--- src/verilog/cache_config.svh ---
`ifndef CACHE_CONFIG_SVH
`define CACHE_CONFIG_SVH

// **************************************************
// Memory and cache geometry
// **************************************************
`define MEM_WORDS       1024 // 32-bit words in main memory
`define CACHE_LINES     16   // Each line holds 4 words

// Memory latencies in clock cycles from mem_req to mem_ready
`define MEM_READ_DELAY  12
`define MEM_WRITE_DELAY 6

// **************************************************
// APB register byte offsets
// **************************************************
`define REG_CTRL        8'h00
`define REG_STATUS      8'h04
`define REG_HITS        8'h08
`define REG_MISSES      8'h0C

`endif

--- src/verilog/cache_pkg.sv ---
`include "cache_config.svh"

package cache_pkg;

    typedef logic [31:0]  addr_t; // CPU byte address
    typedef logic [31:0]  word_t;
    typedef logic [127:0] line_t; // Word 0 sits in bits 31:0

    // Line index comes from address bits 7:4
    typedef logic [$clog2(`CACHE_LINES)-1:0] index_t;

    // Tag covers the address bits above the index that reach into memory
    typedef logic [$clog2(`MEM_WORDS) - $clog2(`CACHE_LINES) - 3:0] tag_t;

    typedef enum logic [2:0] {
        IDLE,   // Waits for a request or a flush
        LOOKUP, // Tag compare
        FILL,   // Line read from memory in flight
        WRITE,  // Write-through in flight
        FLUSH   // Clears one valid bit per cycle
    } cache_state_t;

endpackage

--- src/verilog/dm_cache.sv ---
`timescale 1ns/1ps
`include "cache_config.svh"

module dm_cache (
    input  logic             clk,
    input  logic             rst,
    input  logic             cpu_req,
    input  logic             cpu_we,
    input  cache_pkg::addr_t cpu_addr,
    input  cache_pkg::word_t cpu_wdata,
    output cache_pkg::word_t cpu_rdata,
    output logic             cpu_ready,
    input  logic             enable,
    input  logic             flush_start,
    output logic             flush_busy,
    output logic             hit,
    output logic             miss,
    output logic             mem_req,
    output logic             mem_we,
    output cache_pkg::addr_t mem_addr,
    output cache_pkg::word_t mem_wdata,
    input  cache_pkg::line_t mem_line,
    input  logic             mem_ready
);

    localparam int IDX_LSB = 4; // Above the 16-byte line offset
    localparam int TAG_LSB = IDX_LSB + $bits(cache_pkg::index_t);
    localparam int WORD_W  = $bits(cache_pkg::word_t);
    localparam cache_pkg::index_t LAST_LINE = cache_pkg::index_t'(`CACHE_LINES - 1);

    cache_pkg::cache_state_t state;
    logic [`CACHE_LINES-1:0] valid;
    cache_pkg::tag_t         tags  [`CACHE_LINES];
    cache_pkg::line_t        lines [`CACHE_LINES];
    cache_pkg::index_t       idx;
    cache_pkg::tag_t         tag;
    logic [1:0]              offset;
    logic                    lookup_hit;
    logic                    flush_pend;
    cache_pkg::index_t       flush_idx;

    assign idx        = cpu_addr[TAG_LSB-1:IDX_LSB];
    assign tag        = cpu_addr[TAG_LSB +: $bits(cache_pkg::tag_t)];
    assign offset     = cpu_addr[3:2];
    assign lookup_hit = enable && valid[idx] && (tags[idx] == tag);

    // The requester holds its fields until cpu_ready, so memory sees them directly
    assign mem_we    = cpu_we;
    assign mem_addr  = cpu_addr;
    assign mem_wdata = cpu_wdata;

    // **************************************************
    // Control FSM
    // **************************************************
    always_ff @(posedge clk or negedge rst) begin
        if (!rst) begin
            state      <= cache_pkg::IDLE;
            valid      <= '0;
            cpu_ready  <= 1'b0;
            mem_req    <= 1'b0;
            hit        <= 1'b0;
            miss       <= 1'b0;
            flush_busy <= 1'b0;
            flush_idx  <= '0;
            flush_pend <= 1'b0;
        end else begin
            cpu_ready <= 1'b0;
            mem_req   <= 1'b0;
            hit       <= 1'b0;
            miss      <= 1'b0;
            // A flush command during a CPU access runs once the access ends
            if (flush_start && state != cache_pkg::IDLE && state != cache_pkg::FLUSH)
                flush_pend <= 1'b1;
            case (state)
                cache_pkg::IDLE: begin
                    if (flush_start || flush_pend) begin
                        state      <= cache_pkg::FLUSH;
                        flush_busy <= 1'b1;
                        flush_idx  <= '0;
                        flush_pend <= 1'b0;
                    end else if (cpu_req && !cpu_ready) begin // Skip the request just served
                        state <= cache_pkg::LOOKUP;
                    end
                end
                cache_pkg::LOOKUP: begin
                    if (cpu_we) begin
                        mem_req <= 1'b1;
                        state   <= cache_pkg::WRITE;
                    end else if (lookup_hit) begin
                        cpu_ready <= 1'b1;
                        hit       <= 1'b1;
                        state     <= cache_pkg::IDLE;
                    end else begin
                        mem_req <= 1'b1;
                        miss    <= enable; // Only reads are counted
                        state   <= cache_pkg::FILL;
                    end
                end
                cache_pkg::FILL: begin
                    if (mem_ready) begin
                        if (enable)
                            valid[idx] <= 1'b1;
                        cpu_ready <= 1'b1;
                        state     <= cache_pkg::IDLE;
                    end
                end
                cache_pkg::WRITE: begin
                    if (mem_ready) begin
                        cpu_ready <= 1'b1;
                        state     <= cache_pkg::IDLE;
                    end
                end
                cache_pkg::FLUSH: begin
                    valid[flush_idx] <= 1'b0;
                    flush_idx        <= flush_idx + 1'b1;
                    if (flush_idx == LAST_LINE) begin
                        flush_busy <= 1'b0;
                        state      <= cache_pkg::IDLE;
                    end
                end
                default: state <= cache_pkg::IDLE;
            endcase
        end
    end

    // Tag and line storage plus the read data register
    always_ff @(posedge clk) begin
        if (state == cache_pkg::LOOKUP && !cpu_we && lookup_hit)
            cpu_rdata <= lines[idx][offset * WORD_W +: WORD_W];
        if (state == cache_pkg::LOOKUP && cpu_we && lookup_hit)
            lines[idx][offset * WORD_W +: WORD_W] <= cpu_wdata;
        if (state == cache_pkg::FILL && mem_ready) begin
            cpu_rdata <= mem_line[offset * WORD_W +: WORD_W];
            if (enable) begin
                tags[idx]  <= tag;
                lines[idx] <= mem_line;
            end
        end
    end

endmodule

--- config.mk ---
export PLATFORM = sky130hd
export DESIGN_NAME = dm_cache
export DESIGN_NICKNAME = d
export VERILOG_FILES = /design/src/verilog/cache_pkg.sv /design/src/verilog/dm_cache.sv
export VERILOG_INCLUDE_DIRS = /design/src /design/src/verilog
export SDC_FILE = /design/constraint.sdc
export NUM_CORES = 2
export LEC_CHECK = 0
export BUFFER_PORTS_ARGS = -buffer_cell sky130_fd_sc_hd__clkbuf_2
export CAP_MARGIN = 30
export CORE_ASPECT_RATIO = 1.4
export CORE_UTILIZATION = 40
export CTS_CLUSTER_DIAMETER = 60
export DETAILED_ROUTE_END_ITERATION = 7
export GPL_TIMING_DRIVEN = 0
export PLACE_DENSITY_LB_ADDON = 0.05
export SETUP_SLACK_MARGIN = 0.02
export SLEW_MARGIN = 40
export SYNTH_ARGS = -nofsm -noshare
export SYNTH_HDL_FRONTEND = slang
export SYNTH_SLANG_ARGS = --single-unit
--- constraint.sdc ---
create_clock -name clk -period 6.3 [get_ports clk]
set_input_delay 0.315 -clock clk [delete_from_list [all_inputs] [get_ports clk]]
set_output_delay 0.315 -clock clk [all_outputs]
set_load 0.05 [all_outputs]
# Yosys cells after proc, flatten, opt, wreduce, memory -nomap -nowiden
# Memory sizes are Yosys's and may differ from the RTL's.
# Index checks and enable logic that the tools add are counted.
# op_classes
n_addsub	2
n_mul	0
n_div	0
order_cmp	4
eq_ne	13
shifts	4
muxes	170
bitwise	131
reduce_logical	25
# ops
cell	n
indexed part select 128 x 8 -> 32 bit	2
two-way mux 1 bit	150
two-way mux 128 bit	1
bitwise OR 1 bit	128
variable shift 32 x 34 -> 128 bit, first input constant	1
indexed part select 32 x 34 -> 128 bit	1
two-way mux 32 bit	2
negation 7 -> 34 bit	1
two-way mux 16 bit	2
case mux 16 bit (2 select lines)	1
bitwise AND 16 bit	1
inverter 16 bit	1
bitwise OR 16 bit	1
logical AND 1 bit	12
two-way mux 3 bit	4
case mux 3 bit (4 select lines)	1
less-than comparator 4 x 5 -> 1 bit, second input constant	2
AND reduction 3 bit	3
demux 1 bit (select 4 bit)	2
greater-or-equal comparator 4 x 1 -> 1 bit, second input constant	2
!= test 2 bit, second input constant	4
case mux 4 bit (2 select lines)	1
equality test 3 x 2 -> 1 bit, second input constant	2
!= test 3 bit, second input constant	2
other kinds (17)	22
# word_totals
ff_bits	61
latchBits	0
ramBits	2112
mem_bits_ro	0
output_inout_bits	102
word_cells	361
memories	2
# memory_table
memory	depth	word_bits	rd	rd_ports_with_merged_regs	write_ports	line_no	text
lines	16	128	1	0	1	dm_cache.sv:34	cache_pkg::line_t lines [`CACHE_LINES];
tags	16	4	1	0	1	dm_cache.sv:33	cache_pkg::tag_t tags [`CACHE_LINES];

# Logic depth before layout (Yosys ltp)
# depth
depth_word	8
mapped_depth	12

# Least setup slack after synthesis
# Ideal clock, no wire load.
# synth_timing
path_type	input-to-reg
from	input cpu_addr[5]
to	register cpu_rdata[0], enable pin
setup_time_ns	0.470
arrival_ns	4.580
required_ns	5.830
path_slack_ns	1.250
stages	8
n_path_buf	2
path_cell_list	buf_6 -> mux4_1 -> or4b_2 -> nand2_1 -> or4b_2 -> buf_2 -> nand2_1 -> o31ai_1
# synth_via
elab_chain_len	6
# synth_lines
element	line_no	text
start, declared	dm_cache.sv:9	input cache_pkg::addr_t cpu_addr,
branches (longest 3 deep; another with memory (16 x 4 bit))	-	
logical AND 1 bit *	dm_cache.sv:45	assign lookup_hit = enable && valid[idx] && (tags[idx] == tag);
logical AND 1 bit *	dm_cache.sv:128	if (state == cache_pkg::LOOKUP && !cpu_we && lookup_hit)
nonzero test 2 bit (no line) *	-	
end signal, assigned	dm_cache.sv:129	cpu_rdata <= lines[idx][offset * WORD_W +: WORD_W];
end signal, assigned	dm_cache.sv:133	cpu_rdata <= mem_line[offset * WORD_W +: WORD_W];
end, declared	dm_cache.sv:11	output cache_pkg::word_t cpu_rdata,
# Mark *: on every way between the ends. The select of a mux whose other input is x is not followed.
# A chain may end at the register's enable or synchronous reset.

# Final worst setup path
# layout_timing
from	input cpu_addr[4]
to	memory lines[1][16] (netlist bit), enable pin
# layout_via
elab_chain_len	8
# layout_lines
element	line_no
branches (longest 8 deep; another with memory (16 x 4 bit))	-
end, declared	dm_cache.sv:34
# Several ways; the timed one is not identified. The select of a mux whose other input is x is not followed.

==> qor_table.md <==
| Stage | Metric | Value |
|---|---|---|
| clocking | TritonCTS Buffers | 219 |
| synthesis | XOR/XNOR share of the synthesized area | 0.07240% |
| critical path | Worst path cell trace | buf_2 > buf_2 > buf_2 > buf_2 > buf_2 > nor2b_1 > nand2_1 > a21oi_4 > buf_8 > buf_8 > buf_8 |
| synthesis | Mapped cell area | 86410 um^2 |
| routing | DR pass1 iterations | 6 |
| job | Number of maximum-capacitance violations | 0 |
| sta | Worst rel slew slack | 32.52% |
| global route | Met3 Use GR | 7.664% |
| run status | Run status | finished, final reports clean |
| global route | Most Crowded Layer GR | met2 |
| finish | Layout fillers | 17879 |
| pwr | Part of the power in combinational logic | 9.6% |
| sta | Final Critical Period | 4568 ps |
| placement | Placer's final routability congestion estimate | 0.9717 |
| critical path | Critical path launch point | cpu_addr[4] |
| finish | Final Instance Count excl. Fillers | 8069 |
| sta | Number of setup violations in the final report | 0 |
| synthesis | Number of distinct standard cells referenced by the synthesized netlist | 53 |
| critical path | Type of destination of the critical path | flop |
| clocking | Buffer levels on the longest clock path | 4 |
| clocking | Clock H-tree levels | 4 |
| pwr | Power density of the placed cells | 313.9 nW/um^2 |
| pwr | Fraction of power spent switching nets | 24.55% |
| sta | Unrepaired setup endpoints after global routing | no |
| synthesis | Mean instance size in the synthesized netlist | 20.08 um^2 |
| synthesis | Share of flip-flops with an asynchronous set or reset after synthesis | 1.335% |
| pwr | Fraction of power consumed by sequential logic | 50.0% |
| synthesis | Number of enable-type register cells in the synthesized netlist | 2144 |
| sta | Max Freq | 0.2189 GHz |
| global route | Routing usage on met1 | 35.36% |
| critical path | Critical path peak fanout | 11 |
| synthesis | Fraction of synthesized area in multiplexers | 15.71% |
| hold path | Worst min-delay path category | primary input to asynchronous set/reset pin |
| global route | Number of global-route vias before repair | 48679 |
| floorplan | Core area | 214500 um^2 |
| floorplan | Width of the die | 394.8 um |
| sta | Summed negative setup slack over all endpoints | 0 ps |
| global route | Number of antenna violations at the first check in global routing | 19 |
| synthesis | Top FF cell, synth | sky130_fd_sc_hd__edfxtp_1 |
| pwr | Static leakage | 33.93 nW |
| routing | Number of DRC markers in iteration 0 | 5637 |
| synthesis | Cells after synthesis | 4303 |
| finish | Nets | 5244 |
| global route | Met2 track demand over resource | 48.00% |
| synthesis | Synthesized flop and latch total | 2173 |
| sta | Setup Skew | 37.62 ps |
| pwr | Reported net switching power | 7.948 mW |
| placement | Placed cells | 7645 |
| clocking | Clock latency reported for the late side of the worst-skew pair | 890 ps |
| floorplan | Cell row count | 201 |
| sta | Count of pins over their slew limit | 0 |
| synthesis | Seq/Total Area, Yosys | 75.34% |
| finish | Area growth from synthesis to layout | 19.37% |
| synthesis | Adder-cell share of the synthesized area | 0.1303% |
| critical path | Worst setup path class | primary input to flop |
| routing | Drc violations | 0 |
| critical path | Data arrival time at the worst-slack endpoint | 5140 ps |
| global route | First-pass GRT wire length | 420600 um |
| clocking | Clock sinks | 2173 |
| critical path | Element type at the critical path start | primary input |
| critical path | CP peak stage delay | 680 ps |
| placement | Number of port buffers | 274 |
| floorplan | Vert. Die Dim | 552.0 um |
| synthesis | Synth warn | 0 |
| synthesis | Compound-gate portion of the synthesized area | 3.109% |
| sta | Hold Vio Cnt, Final | 0 |
| critical path | Cell occurring most often along the worst timing path | sky130_fd_sc_hd__buf_2 |
| synthesis | Dominant combinational cell family by area after synthesis | multiplexers |
| routing | DRT antenna net count | 0 |
| floorplan | Initial Utilization | 40.28% |
| routing | Per-cell routed wire length | 38.84 um |
| pwr | Portion of total power attributed to the clock network | 40.4% |
| critical path | Startpoint of the worst register-to-register path | state[2] |
| synthesis | Share of synthesized cell area in and, or, nand and nor gates | 3.650% |
| clocking | Master cell of the clock root buffer | sky130_fd_sc_hd__clkbuf_16 |
| floorplan | Area enclosed by the die boundary | 217900 um^2 |
| routing | Detail-routed via count per cell | 6.023 |
| critical path | Worst-path cell with the longest stage delay | sky130_fd_sc_hd__nor2b_1 |
| routing | Detailed Route WL | 313400 um |
| critical path | Data required time at the worst endpoint | 6870 ps |
| critical path | Number of buffers and inverters on the critical path | 8 |
| clocking | Register clock-pin slew on the reported worst setup and hold paths | 60 ps |
| sta | Share of the clock period used by the worst path after layout | 72.51% |
| pwr | Internal power of the cells | 24.43 mW |
| clocking | Clock tree from TritonCTS | yes |
| sta | Transition at the pin with the smallest max-transition slack | 1012 ps |
| finish | Share of cells above drive strength 1 | 33.47% |
| pwr | Max rail drop VDD | 0.2424 mV |
| critical path | Dominant delay contributor by cell family on the critical path | buffers and inverters |
| synthesis | Mapped Nets | 4511 |
| floorplan | Top-Level Pins | 301 |
| global route | All-layer global routing usage | 28.68% |
| global route | Maximum number of pins on one net before global-route repair | 30 |
| placement | Post-DP HPWL | 231900 um |
| global route | Total congestion overflow | 0 |
| routing | Overall via count from detail_route | 48603 |
[logic make-up after synthesis]
logic type                 Yosys count
adders and majority gates            9
muxes                              630
and+or+nand+nor                    725
buffers and inverters              353
AOI/OAI and AO/OA                  408
DFF                               2173
xor gates and xnor gates             5
[path summary, 6_finish.rpt]
path	to	cells past startpoint	slack, ps
worst min-delay path	miss	2	40
worst max register to register	lines[1][16]	10	1740
min in group clk	miss	2	40
max in group asynchronous	valid[8]	2	5800
worst max-delay path	lines[1][16]	11	1730
worst min register to register	valid[7]	1	500
[Yosys cell counts, drive strengths merged, types with 2 or more instances]
master      n  area, um^2
clkinv      2       7.510
mux2i      24       240.2
ha          9       112.6
o22a        4       35.03
nand2     456        1712
inv         9       33.78
nand4b      2       17.52
o211ai     40       300.3
mux2       29       326.6
nor2b       6       37.54
nor3b       5       37.54
nor4        2       27.53
buf       192        1109
dfrtp      29       725.7
or3         2       12.51
clkbuf    150       563.0
o32a        5       50.05
nor3        2       10.01
a21oi     128       640.6
or2         2       12.51
nand4      49       306.5
o21ai      80       400.4
a32oi      24       210.2
edfxtp   2144       64380
and2        3       18.77
o2111ai     4       105.1
xnor2       5       62.56
o22ai       2       12.51
and3        7       43.79
a22o       10       87.58
o31ai       3       22.52
a31oi      22       137.6
a22oi      57       427.9
nand3     140       700.7
nor2       40       150.1
a211oi      9       80.08
or4b        2       20.02
mux4      577       13010
a221oi     16       140.1
nand2b      5       31.28
[layer usage]
| metal | wire length, um | part of all wire, % |
|---|---|---|
| met3 | 30670 | 9.8 |
| met5 | 56 | 0.018 |
| met1 | 113800 | 36 |
| met4 | 13670 | 4.4 |
| met2 | 155100 | 50 |
[cell type report]
cell class                 count  area [um^2]  share of cell area (%)
antenna                       17        42.54                 0.04124
buffer                       342         1787                   1.732
clock buffer                 275         5754                   5.579
clock inverter               120         1219                   1.181
inverter                      11        41.29                 0.04003
multi-input combinational   1777        20440                   19.82
sequential                  2173        65110                   63.12
tap                         2842         3556                   3.447
timing repair buffer         512         5196                   5.038
[registers in the layout (all words and copies together), names as in the netlist]
| name | flops |
|---|---|
| hit | 1 |
| mem_req | 1 |
| cpu_ready | 1 |
| lines | 2048 |
| state | 3 |
| cpu_rdata | 32 |
| tags | 64 |
| flush_idx | 4 |
| flush_pend | 1 |
| miss | 1 |
| flush_busy | 1 |
| valid | 16 |
[cells in the final DEF (no fill, tap or decap), types with 10 or more instances in the layout]
cell type                   count
sky130_fd_sc_hd__a21oi_1       64
sky130_fd_sc_hd__a21oi_4       64
sky130_fd_sc_hd__a221oi_1      16
sky130_fd_sc_hd__a22o_1        10
sky130_fd_sc_hd__a22oi_1       57
sky130_fd_sc_hd__a31oi_1       22
sky130_fd_sc_hd__a32oi_1       17
sky130_fd_sc_hd__buf_16        35
sky130_fd_sc_hd__buf_2        114
sky130_fd_sc_hd__buf_4         83
sky130_fd_sc_hd__buf_6         11
sky130_fd_sc_hd__buf_8        171
sky130_fd_sc_hd__bufinv_16     24
sky130_fd_sc_hd__clkbuf_1     148
sky130_fd_sc_hd__clkbuf_16    222
sky130_fd_sc_hd__clkbuf_2     328
sky130_fd_sc_hd__clkinv_1      48
sky130_fd_sc_hd__clkinv_2      31
sky130_fd_sc_hd__dfrtp_1       29
sky130_fd_sc_hd__diode_2       17
sky130_fd_sc_hd__edfxtp_1    2144
sky130_fd_sc_hd__mux2_2        29
sky130_fd_sc_hd__mux2i_1       24
sky130_fd_sc_hd__mux4_2       573
sky130_fd_sc_hd__nand2_1      456
sky130_fd_sc_hd__nand3_1      140
sky130_fd_sc_hd__nand4_1       49
sky130_fd_sc_hd__nor2_1        24
sky130_fd_sc_hd__nor2_2        15
sky130_fd_sc_hd__o211ai_1      40
sky130_fd_sc_hd__o21ai_0       80
[repair_timing]
action,in CTS,in global routing
setup endpoints to repair,0,0
hold buffers,9,0
endpoints found under the hold margin,58,0
setup buffers,0,0
gates resized for setup,0,0
[through the flow]
step	setup slack [ps]	hold slack [ps]	power, mW	area, um^2	util, %
final	1732	39.17	32.38	103100	48.08
after global routing	1640	39.12	33.11	103100	48.06
after CTS	1597	7.056	32.49	103100	48.05
after detailed placement	673.9	428.2	19.55	96020	44.76
after global placement	-3296	421.9	19.44	91340	42.58
after floorplan	1250	19.41	18.02	86410	-
[power by group through the flow]
| stage | logic [mW] | registers (mW) | clock network, mW |
|---|---|---|---|
| 2_1_floorplan | 1.45 | 16.6 | 0 |
| 3_3_place_gp | 2.92 | 16.5 | 0 |
| 3_5_place_dp | 3.04 | 16.5 | 0 |
| 4_1_cts | 3.06 | 16.2 | 13.2 |
| 5_1_grt | 3.19 | 16.2 | 13.7 |
| 6_report | 3.11 | 16.2 | 13.1 |
Power figures use the tool's default switching activity.
