--- src/verilog/cache_config.svh ---
`ifndef CACHE_CONFIG_SVH
`define CACHE_CONFIG_SVH

// **************************************************
// Memory and cache geometry
// **************************************************
`define MEM_WORDS       1024 // 32-bit words in main memory
`define CACHE_LINES     16   // Each line holds 4 words

// Memory latencies in clock cycles from mem_req to mem_ready
`define MEM_READ_DELAY  12
`define MEM_WRITE_DELAY 6

// **************************************************
// APB register byte offsets
// **************************************************
`define REG_CTRL        8'h00
`define REG_STATUS      8'h04
`define REG_HITS        8'h08
`define REG_MISSES      8'h0C

`endif

--- src/verilog/apb_pkg.sv ---
package apb_pkg;

    // Register offsets share the address type
    typedef logic [7:0]  apb_addr_t;
    typedef logic [31:0] apb_data_t;

endpackage

--- src/verilog/cache_regs.sv ---
`timescale 1ns/1ps
`include "cache_config.svh"

module cache_regs (
    input  logic               clk,
    input  logic               rst,
    input  logic               psel,
    input  logic               penable,
    input  logic               pwrite,
    input  apb_pkg::apb_addr_t paddr,
    input  apb_pkg::apb_data_t pwdata,
    output apb_pkg::apb_data_t prdata,
    output logic               pready,
    output logic               pslverr,
    output logic               enable,
    output logic               flush_start,
    input  logic               flush_busy,
    input  logic               hit,
    input  logic               miss
);

    apb_pkg::apb_data_t hit_count;
    apb_pkg::apb_data_t miss_count;
    logic               access;
    logic               ctrl_wr;
    logic               known;

    assign access  = psel && penable;
    assign ctrl_wr = access && pwrite && (paddr == `REG_CTRL);

    // **************************************************
    // Read decode
    // **************************************************
    always_comb begin
        known  = 1'b1;
        prdata = '0;
        case (paddr)
            `REG_CTRL:   prdata = apb_pkg::apb_data_t'(enable); // Command bits read as 0
            `REG_STATUS: prdata = apb_pkg::apb_data_t'(flush_busy);
            `REG_HITS:   prdata = hit_count;
            `REG_MISSES: prdata = miss_count;
            default:     known  = 1'b0;
        endcase
    end

    assign pready  = 1'b1; // No wait states
    assign pslverr = access && !known;

    always_ff @(posedge clk or negedge rst) begin
        if (!rst) begin
            enable      <= 1'b0;
            flush_start <= 1'b0;
        end else begin
            flush_start <= ctrl_wr && pwdata[1];
            if (ctrl_wr)
                enable <= pwdata[0];
        end
    end

    // Statistics counters wrap around
    always_ff @(posedge clk or negedge rst) begin
        if (!rst) begin
            hit_count  <= '0;
            miss_count <= '0;
        end else if (ctrl_wr && pwdata[2]) begin
            hit_count  <= '0;
            miss_count <= '0;
        end else begin
            if (hit)
                hit_count <= hit_count + 1'b1;
            if (miss)
                miss_count <= miss_count + 1'b1;
        end
    end

endmodule

--- config.mk ---
export PLATFORM = sky130hd
export DESIGN_NAME = cache_regs
export DESIGN_NICKNAME = d
export VERILOG_FILES = /design/src/verilog/apb_pkg.sv /design/src/verilog/cache_regs.sv
export VERILOG_INCLUDE_DIRS = /design/src /design/src/verilog
export SDC_FILE = /design/constraint.sdc
export NUM_CORES = 1
export LEC_CHECK = 0
export BUFFER_PORTS_ARGS = -buffer_cell sky130_fd_sc_hd__buf_4
export CAP_MARGIN = 0
export CORE_MARGIN = 5
export CORE_UTILIZATION = 55
export CTS_CLUSTER_DIAMETER = 150
export DETAILED_ROUTE_END_ITERATION = 8
export GPL_TIMING_DRIVEN = 1
export PLACE_DENSITY = 0.81
export SLEW_MARGIN = 20
export SYNTH_ARGS = -nofsm -noshare
export SYNTH_HDL_FRONTEND = slang
export SYNTH_SLANG_ARGS = --single-unit
--- constraint.sdc ---
create_clock -name clk -period 4.4 [get_ports clk]
set_input_delay 1.32 -clock clk [delete_from_list [all_inputs] [get_ports clk]]
set_output_delay 1.32 -clock clk [all_outputs]
set_load 0.01 [all_outputs]
* Word level (Yosys, flattened, before mapping)
Cells that the tools add are included.
** Cells by class
- Add/subtract/negate cells :: 2
- Multiplexer cells :: 6
- Reduce and logical (&&, ||, !) cells :: 11
- Eq/ne operators :: 3
** Operators with widths (number)
- 32-bit 2-to-1 mux :: 4
- 32-bit case mux with 4 select lines :: 1
- 32-bit by 1-bit adder with 32-bit output, second input constant :: 2
- 8-bit by 4-bit == test with 1-bit output, second input constant :: 2
- 8-bit by 3-bit == test with 1-bit output, second input constant :: 1
- 8-bit zero test :: 1
- 1-bit logical AND :: 6
- 2-bit nonzero test :: 2
- 4-bit OR reduction :: 1
- 1-bit zero test :: 1
- 1-bit 2-to-1 mux :: 1
** Word-level totals
- Output and inout port bits :: 36
- Flip-flop bits (word level) :: 66
- Input port bits :: 48
- Word-level logic and storage cells :: 26

* Longest topological paths before layout
Gate-level depths: netlist of the first run.
- Depth in word-level cells :: 5
- Mapped depth :: 7
- Mapped depth without buffers :: 5

* Worst setup path after synthesis of the first run
No wires, ideal clock.
- Path type :: input -> output
- Start :: input paddr[1]
- End :: output prdata[10]
- Slack :: 0.393 ns
- Required time :: 3.080 ns
- Path buffers :: 2
- Arrival :: 2.687 ns
- Cell stages on the path :: 6
- Path through :: nor4_1 > and2_1 > and3_1 > clkbuf_1 > buf_1 > a22o_1
** On the way
- Longest elaborated chain between the ends :: 2
- Elaborated cells between the ends (all ways) :: 5
- Those cells by class :: 3 x eq/ne; 1 x mux; 1 x reduce/logical
** Ends and longest elaborated chain
- from (decl) :: RTL line cache_regs.sv:10 : input apb_pkg::apb_addr_t paddr,
- 8-bit by 4-bit == test with 1-bit output, or another cell as far along :: RTL line cache_regs.sv:37 : case (paddr)
- 32-bit case mux with 4 select lines (*) :: RTL line cache_regs.sv:37
- to (decl) :: RTL line cache_regs.sv:12 : output apb_pkg::apb_data_t prdata,
Every way passes the cells marked *; elsewhere a longest branch is shown, timed or not.

* Worst setup path after layout of the first run
- Start :: input paddr[1]
- End :: output prdata[30]
The elaborated chain is that of the path after synthesis.

==> results.cfg, run 1 <==
[setup_path]
cp_max_fo = 31
crit_path_start_kind = input port
critical_path_class = input port to primary output
critPathArrivalTime_ns = 2.92
required_ns = 3.08
crit_path_end_kind = primary output

[grt]
grt_pass1_vias = 3345
antenna_found_initial = 0
grt_pass1_wl_um = 16500
grt_usage = 0.236
grt_max_degree = 67
gr-total-overflow = 0

[detailed_routing]
routed_wl_um = 9900
first_pass_iters = 5
routed_via_density = 6.59
ant_nets = 0
vias = 3519
wl_per_cell_um = 18.5
drt_iter0_markers = 231
drcViolationCount = 0

[place]
hpwlAfterDp_um = 6660
port_buffers = 53
gp_congestion = 0.942

[final_layout]
fin_nets = 499
area_growth_pct = 18.4
drive_gt1_frac = 0.174
final_util = 0.664
num_antenna_cells = 0

[timing]
post-route-period-util = 0.963
fmax_ghz = 0.236
tns_ns = 0
rsz0062_at_grt = false
final_max_slew_viol_count = 0
clock_skew_ns = 0.0107
relSlewSlack = 0.426
worstMarginPinSlew_ns = 0.861
hold_violations = 0
min_period_ns = 4.24
setup_viol = 0

[clock_tree]
clockBufferDepth = 2
post_cts_resized = 0
clockRootBuffer = clkbuf_8
insertion_delay_ns = 0.35
cts_tree = yes
cts_buffers = 9
cts_num_sinks = 66
cts_setup_buffers = 0
holdBufCountCts = 0
cts_max_level = 3
clk_pin_slew_ns = 0.07

[yosys]
synth_compound_area_frac = 0.192
seq_area_frac_synth = 0.436
ys_warn_count = 0
synth-simple-area-share = 0.252
synth_cells = 411
synthMuxAreaShare = 0.0142
ys_ff_latch = 66
synth_top_family_by_area = simple AND/OR/NAND/NOR gates
synthesis.nets = 461
synthAdderAreaFrac = 0.00660
syn_avg_cell_area_um2 = 9.22
netlist_area_mm2 = 0.00379
synthXorXnorAreaFrac = 0.0532
ys_types = 34

[die]
rows = 30
coreArea_mm2 = 0.00676
io_pins = 84
dieHeight_um = 93.0
die_w_um = 93.0
die_area_mm2 = 0.00865
start_util = 0.561

[power_and_ir_drop]
ir_worst_vdd_mv = 0.335
p_per_area_mw_per_mm2 = 359
power.leakage_nw = 1.85

[run_status]
outcome = complete, no violations

[job]
maxCapViolCount = 0

[worst_hold_path]
holdCritPathClass = register to register
## cell usage in the layout, fill, tap and decap left out, types with 2 or more instances in the layout
cell and instances:
dfrtp_1 66, buf_4 53, a21oi_1 39, a22o_1 31
nor2_1 30, o31ai_1 27, or4_1 27, nand4_1 23
nand2_1 20, nand3_1 18, xnor2_1 14, or3_1 13
inv_1 12, o21ai_0 12, clkbuf_8 11, and4_1 9
xor2_1 9, nor4_1 5, and3_1 5, and2_1 4
nor3_1 3, bufinv_16 3, buf_12 3, or4_4 2
mux2i_1 2, ha_1 2
## metal layers
layer	up-vias	share of wire	global-route usage
met5	-	0	0
met4	0	0.016	0.0818
met3	18	0.062	0.0354
met2	124	0.48	0.383
met1	1739	0.44	0.324
li1	1638	-	-
## Yosys cell counts
master | instances | share of area
a21oi_1 | 39 | 0.052
a22o_1 | 31 | 0.072
and2_1 | 4 | 0.0066
and3_1 | 5 | 0.0083
and4_1 | 9 | 0.021
and4b_1 | 1 | 0.0026
buf_1 | 2 | 0.0020
buf_2 | 3 | 0.0040
buf_4 | 1 | 0.0020
buf_6 | 1 | 0.0030
clkbuf_1 | 22 | 0.022
conb_1 | 1 | 0.00099
dfrtp_1 | 66 | 0.44
ha_1 | 2 | 0.0066
inv_1 | 12 | 0.012
mux2_2 | 1 | 0.0030
mux2i_1 | 2 | 0.0053
mux4_2 | 1 | 0.0059
nand2_1 | 20 | 0.020
nand3_1 | 18 | 0.024
nand4_1 | 23 | 0.038
nand4_2 | 1 | 0.0033
nor2_1 | 32 | 0.032
nor3_1 | 3 | 0.0040
nor4_1 | 5 | 0.0083
nor4bb_1 | 1 | 0.0026
o21ai_0 | 12 | 0.016
o31ai_1 | 27 | 0.053
or2_2 | 1 | 0.0017
or3_1 | 13 | 0.021
or4_1 | 27 | 0.053
or4_4 | 2 | 0.0059
xnor2_1 | 14 | 0.032
xor2_1 | 9 | 0.021
## critical path, cell delays in order
cell	delay, ns
buf_4	0.11
nor4_1	0.52
and2_1	0.24
and3_1	0.21
buf_12	0.20
a22o_1	0.18
buf_4	0.13
## flip-flops by register name, indices dropped and copies added, names as in the netlist
register and flops:
enable 1, hit_count 32, miss_count 32, flush_start 1
## through the flow
step / instance area, um^2 / setup slack, ns / cells / power (W) / hold WS (ns)
finish: 4490 / 0.162 / 534 / 0.00161 / 0.564
global route: 4490 / 0.0345 / 534 / 0.00169 / 0.590
CTS: 4490 / 0.150 / 534 / 0.00162 / 0.565
detailed placement: 4230 / 0.161 / 518 / 0.000969 / 0.557
global placement: 4230 / 0.222 / 518 / 0.000958 / 0.530
floorplan: 3790 / 0.393 / 411 / 0.000898 / 0.519
## layout make-up
type                    count  area [um^2]
fillers                   533         2270
multi-input cells         304         1980
flip-flops and latches     66         1650
repair buffers             56          458
clock buffers              12          155
well taps                  80          100
clock inverters             4         97.6
inverters                  12         45.0
## worst paths after layout
path / startpoint / end / slack (ns) / cells past startpoint
worst min register to register: hit_count[31]$_DFFE_PN0P_ / hit_count[31]$_DFFE_PN0P_ / 0.56 / 2
min in group asynchronous: rst / flush_start$_DFF_PN0_ / 1.07 / 1
worst max register to register: miss_count[8]$_DFFE_PN0P_ / miss_count[31]$_DFFE_PN0P_ / 1.90 / 4
worst min-delay path: hit_count[31]$_DFFE_PN0P_ / hit_count[31]$_DFFE_PN0P_ / 0.56 / 2
max in group asynchronous: rst / hit_count[0]$_DFFE_PN0P_ / 2.76 / 1
worst max-delay path: paddr[1] / prdata[30] / 0.16 / 7
## where the power goes
part           internal [W]  switching (W)
combinational     0.0000875      0.0000969
clock              0.000408       0.000242
sequential         0.000668       0.000111
## cell families after synthesis
family / after synthesis
AND/OR/NAND/NOR: 165
AO/OA/AOI/OAI: 109
flip-flops: 66
buffers and inverters: 41
XOR/XNOR: 23
multiplexers: 4
adder cells (fa/ha/maj): 2
other: 1
Power figures use the tool's default switching activity.
==> run 2, diff against run 1 <==
--- a/config.mk
+++ b/config.mk
@@ -6,10 +6,11 @@
 export SDC_FILE = /design/constraint.sdc
 export NUM_CORES = 1
 export LEC_CHECK = 0
+export ABC_AREA = 1
 export BUFFER_PORTS_ARGS = -buffer_cell sky130_fd_sc_hd__buf_4
 export CAP_MARGIN = 0
 export CORE_MARGIN = 5
-export CORE_UTILIZATION = 55
+export CORE_UTILIZATION = 56
 export CTS_CLUSTER_DIAMETER = 150
 export DETAILED_ROUTE_END_ITERATION = 8
 export GPL_TIMING_DRIVEN = 1
==> constraint.sdc (replaced) <==
create_clock -name clk -period 4.8 [get_ports clk]
set_input_delay 1.44 -clock clk [delete_from_list [all_inputs] [get_ports clk]]
set_output_delay 1.44 -clock clk [all_outputs]
set_load 0.01 [all_outputs]
==> results.cfg, run 2 <==
[setup_path]
critPathArrivalTime_ns = 2.73
rr_startpoint = hit_count[0]$_DFFE_PN0P_
cp_cell_sequence = buf_4, nor2_1, nand2_1, nor2_1, nand3_1, buf_4, o21ai_0, buf_4
path_delay_family = buffers and inverters
critical_path_class = input port to primary output
path_buf_inv = 3
crit_path_end_kind = primary output
crit_path_start_kind = input port
cpPeakStageDelay_ns = 0.29
crit_slowest_cell = o21ai_0
cpMostUsedCell = buf_4
cp_max_fo = 32
required_ns = 3.36
crit_start = paddr[7]

[timing]
min_period_ns = 4.17
setup_viol = 0
hold_violations = 0
post-route-period-util = 0.870
final_max_slew_viol_count = 0
fmax_ghz = 0.240
tns_ns = 0
rsz0062_at_grt = false
fin_hold_ws_ns = 0.503
relSlewSlack = 0.433
worstMarginPinSlew_ns = 0.851
clock_skew_ns = 0.0120

[clock_tree]
insertion_delay_ns = 0.36
cts_num_sinks = 66
holdBufCountCts = 0
clockBufferDepth = 2
cts_setup_buffers = 0
clk_pin_slew_ns = 0.08
cts_max_level = 3
cts_buffers = 9
cts_tree = yes
post_cts_resized = 0
clockRootBuffer = clkbuf_8

[final_layout]
multi_input_area_mm2 = 0.00222
stdcell_count = 821
final_util = 0.653
drive_gt1_frac = 0.136
regArea_mm2 = 0.00165
num_antenna_cells = 0
area_growth_pct = 15.0
fin_nets = 764
nFillCells = 676
layout_commonest_cell = nand2_1
top_regs = hit_count x32, miss_count x32
final_cell_mix = 174 x nand2_1, 124 x nor2_1, 101 x inv_1

[grt]
gr-total-overflow = 0
antenna_found_initial = 0
grt_pass1_vias = 4176
grt_pass1_wl_um = 19600
grt_max_degree = 67
grt_usage = 0.254

[die]
coreArea_mm2 = 0.00761
dieHeight_um = 97.8
die_w_um = 97.8
rows = 32
start_util = 0.567
io_pins = 84
die_area_mm2 = 0.00956

[yosys]
ys_ff_latch = 66
synth_area_leader_cell = dfrtp_1
synth_commonest_cells = 174 x nand2_1, 124 x nor2_1, 101 x inv_1, 66 x dfrtp_1, 47 x nand3_1
synth.most_common_cell = nand2_1
async_reset_ff_frac = 1.00
ys_types = 31
synth_edf_count = 0
synth_area_leaders = dfrtp_1 38%, nand2_1 15%, nor2_1 11%
dominantRegCellSynth = dfrtp_1
synth_top_area_share = 0.383
ys_warn_count = 0
syn_avg_cell_area_um2 = 6.54
synth_cells = 660
synthesis.nets = 710
seq_area_frac_synth = 0.383
netlist_area_mm2 = 0.00432

[power_and_ir_drop]
p_per_area_mw_per_mm2 = 321
power.leakage_nw = 2.62
total_power_w = 0.00160
ir_worst_vdd_mv = 0.207

[place]
gp_congestion = 0.860
hpwlAfterDp_um = 8850
port_buffers = 53
dp.cells = 805

[worst_hold_path]
holdCritPathClass = register to register
min_from = hit_count[12]$_DFFE_PN0P_

[detailed_routing]
wl_per_cell_um = 14.3
drt_iter0_markers = 281
routed_via_density = 5.32
drcViolationCount = 0
routed_wl_um = 11700
first_pass_iters = 6
vias = 4364
ant_nets = 0

[run_status]
outcome = complete, no violations

[job]
maxCapViolCount = 0
[run 2: cells by family (layout without fill, tap and decap cells)]
| family | Yosys count | in the layout | share of synthesized area |
|---|---|---|---|
| flops | 66 | 66 | 0.383 |
| simple gates | 390 | 390 | 0.397 |
| buf+inv | 115 | 174 | 0.103 |
| xor+xnor | 3 | 3 | 0.00609 |
| fa+ha+maj | 2 | 2 | 0.00580 |
| other cells | 1 | 1 | 0.000869 |
| compound gates | 83 | 83 | 0.104 |
[run 2: path summary, 6_finish.rpt]
path	to	slack (ns)	cells past startpoint
worst max-delay path	prdata[14]	0.63	8
worst min-delay path	hit_count[12]$_DFFE_PN0P_	0.50	1
worst max register to register	hit_count[28]$_DFFE_PN0P_	3.10	8
worst min register to register	hit_count[12]$_DFFE_PN0P_	0.50	1
max in group asynchronous	miss_count[14]$_DFFE_PN0P_	3.05	1
min in group asynchronous	hit_count[2]$_DFFE_PN0P_	1.18	1
[run 2: per-layer routing]
layer / vias to the layer above / wire length [um] / GRT usage
li1: 2171 / - / -
met1: 2050 / 4970 / 0.318
met2: 130 / 5860 / 0.443
met3: 13 / 698 / 0.0507
met4: 0 / 173 / 0.0767
met5: - / 0 / 0
[run 2: layout make-up]
cell class / count / share of cell area
multi-input cells: 479 / 0.447
flip-flops and latches: 66 / 0.333
repair buffers: 56 / 0.0847
inverters: 102 / 0.0771
clock buffers: 13 / 0.0300
well taps: 102 / 0.0257
clock inverters: 3 / 0.00302
[run 2: where the power goes]
part,internal [W],switching [W]
combinational,0.000137,0.000302
clock,0.000200,0.000216
sequential,0.000647,0.0000950
total,0.000983,0.000613
[run 2: metrics by stage]
stage | setup slack (ns) | instance area, um^2
CTS | 0.675 | 4960
detailed placement | 0.675 | 4800
global placement | 0.681 | 4800
floorplan | 1.03 | 4320
finish | 0.625 | 4960
global route | 0.498 | 4960
==> run 3, diff against run 2 <==
--- a/config.mk
+++ b/config.mk
@@ -9,7 +9,7 @@
 export ABC_AREA = 1
 export BUFFER_PORTS_ARGS = -buffer_cell sky130_fd_sc_hd__buf_4
 export CAP_MARGIN = 0
-export CORE_MARGIN = 5
+export CORE_MARGIN = 10
 export CORE_UTILIZATION = 56
 export CTS_CLUSTER_DIAMETER = 150
 export DETAILED_ROUTE_END_ITERATION = 8
==> results.cfg, run 3 (synthesis gave the netlist of run 2 again) <==
[run_status]
outcome = complete, no violations

[die]
coreArea_mm2 = 0.00737
start_util = 0.586
die_area_mm2 = 0.0116
io_pins = 84
rows = 31
die_w_um = 108
dieHeight_um = 108

[setup_path]
rrSetupSlack_ns = 3.13
r2r_end = hit_count[28]$_DFFE_PN0P_
crit_path_end_kind = primary output
critPathArrivalTime_ns = 2.75
cp_max_fo = 32
reg2reg_depth = 8
rr_startpoint = hit_count[0]$_DFFE_PN0P_
required_ns = 3.36
crit_path_start_kind = input port
critical_path_class = input port to primary output

[clock_tree]
clk_pin_slew_ns = 0.07
clockBufferDepth = 2
insertion_delay_ns = 0.35
clockRootBuffer = clkbuf_8
cts_buffers = 9
cts_max_level = 3
cts_num_sinks = 66
post_cts_resized = 0
cts_setup_buffers = 0
holdBufCountCts = 0
cts_tree = yes

[place]
hpwlAfterDp_um = 9240
port_buffers = 53
gp_congestion = 0.899

[final_layout]
top_regs = hit_count x32, miss_count x32
num_antenna_cells = 0
area_growth_pct = 14.9
layout_commonest_cell = nand2_1
nFillCells = 683
fin_nets = 764
drive_gt1_frac = 0.136
final_cell_mix = 174 x nand2_1, 124 x nor2_1, 101 x inv_1

[grt]
grt_pass1_wl_um = 19800
grtUsageMet2 = 0.373
gr-total-overflow = 0
grt-busiest-layer = met2
grt_usage = 0.212
antenna_found_initial = 0
met1_usage = 0.248
met3_usage = 0.0389
grt_max_degree = 67
grt_pass1_vias = 4253

[job]
maxCapViolCount = 0

[timing]
worstMarginPinSlew_ns = 1.02
fin_hold_ws_ns = 0.499
rsz0062_at_grt = false
final_max_slew_viol_count = 0
fmax_ghz = 0.239
tns_ns = 0
min_period_ns = 4.19
clock_skew_ns = 0.00805
hold_violations = 0
setup_viol = 0
relSlewSlack = 0.317
post-route-period-util = 0.873

[worst_hold_path]
holdCritPathClass = register to register
holdPathEnd = hit_count[12]$_DFFE_PN0P_
holdPathStages = 1
min_from = hit_count[12]$_DFFE_PN0P_

[power_and_ir_drop]
p_per_area_mw_per_mm2 = 318
ir_worst_vdd_mv = 0.289
power.leakage_nw = 2.62

[detailed_routing]
vias = 4361
routed_via_density = 5.33
wl_per_cell_um = 14.7
routed_wl_um = 12000
drt_iter0_markers = 268
drcViolationCount = 0
ant_nets = 0
first_pass_iters = 5
run 3: cell counts in the layout (fill, tap and decap cells not counted):
No cell type changed its count.
run 3: through the flow:
| stage | cell area, um^2 | std cells | power (W) | setup WS (ns) | utilization |
|---|---|---|---|---|---|
| 2_1_floorplan | 4320 | 660 | 0.00105 | 1.03 | - |
| 3_3_place_gp | 4800 | 802 | 0.00116 | 0.699 | 0.651 |
| 3_5_place_dp | 4800 | 802 | 0.00118 | 0.633 | 0.651 |
| 4_1_cts | 4960 | 818 | 0.00159 | 0.631 | 0.673 |
| 5_1_grt | 4960 | 818 | 0.00168 | 0.541 | 0.673 |
| 6_report | 4960 | 818 | 0.00158 | 0.610 | 0.673 |
run 3: worst max-delay path by stage:
stage | start | end | slack, ns | cells past startpoint
after floorplan | paddr[7] | prdata[13] | 1.03 | 6
after global placement | paddr[7] | prdata[13] | 0.70 | 8
after detailed placement | paddr[7] | prdata[13] | 0.63 | 8
after CTS | paddr[7] | prdata[13] | 0.63 | 8
after global routing | paddr[7] | prdata[14] | 0.54 | 8
final | paddr[7] | prdata[13] | 0.61 | 8
run 3: where the power goes:
group | leakage (nW) | switching (W) | internal (W)
registers | 0.792 | 0.0000937 | 0.000647
clock network | 0.0872 | 0.000206 | 0.000200
logic | 1.74 | 0.000295 | 0.000137
total | 2.62 | 0.000596 | 0.000983
run 3: final cells by class:
type | count | area (um^2) | area share
clock buffer | 13 | 149 | 0.0300
clock inverter | 3 | 15.0 | 0.00303
inverter | 102 | 383 | 0.0772
multi-input combinational | 479 | 2220 | 0.447
sequential | 66 | 1650 | 0.333
tap | 99 | 124 | 0.0250
timing repair buffer | 56 | 420 | 0.0847
run 3: routing by layer:
layer | vias up | routed length, um
li1 | 2172 | -
met2 | 145 | 6170
met1 | 2018 | 4870
met3 | 26 | 684
met4 | 0 | 272
met5 | - | 0
run 3: critical path, cell delays in order:
cell     delay [ns]
buf_4          0.11
nor2_1         0.11
nand2_1        0.13
nor2_1         0.15
nand3_1        0.08
buf_4          0.22
o21ai_0        0.31
buf_4          0.19
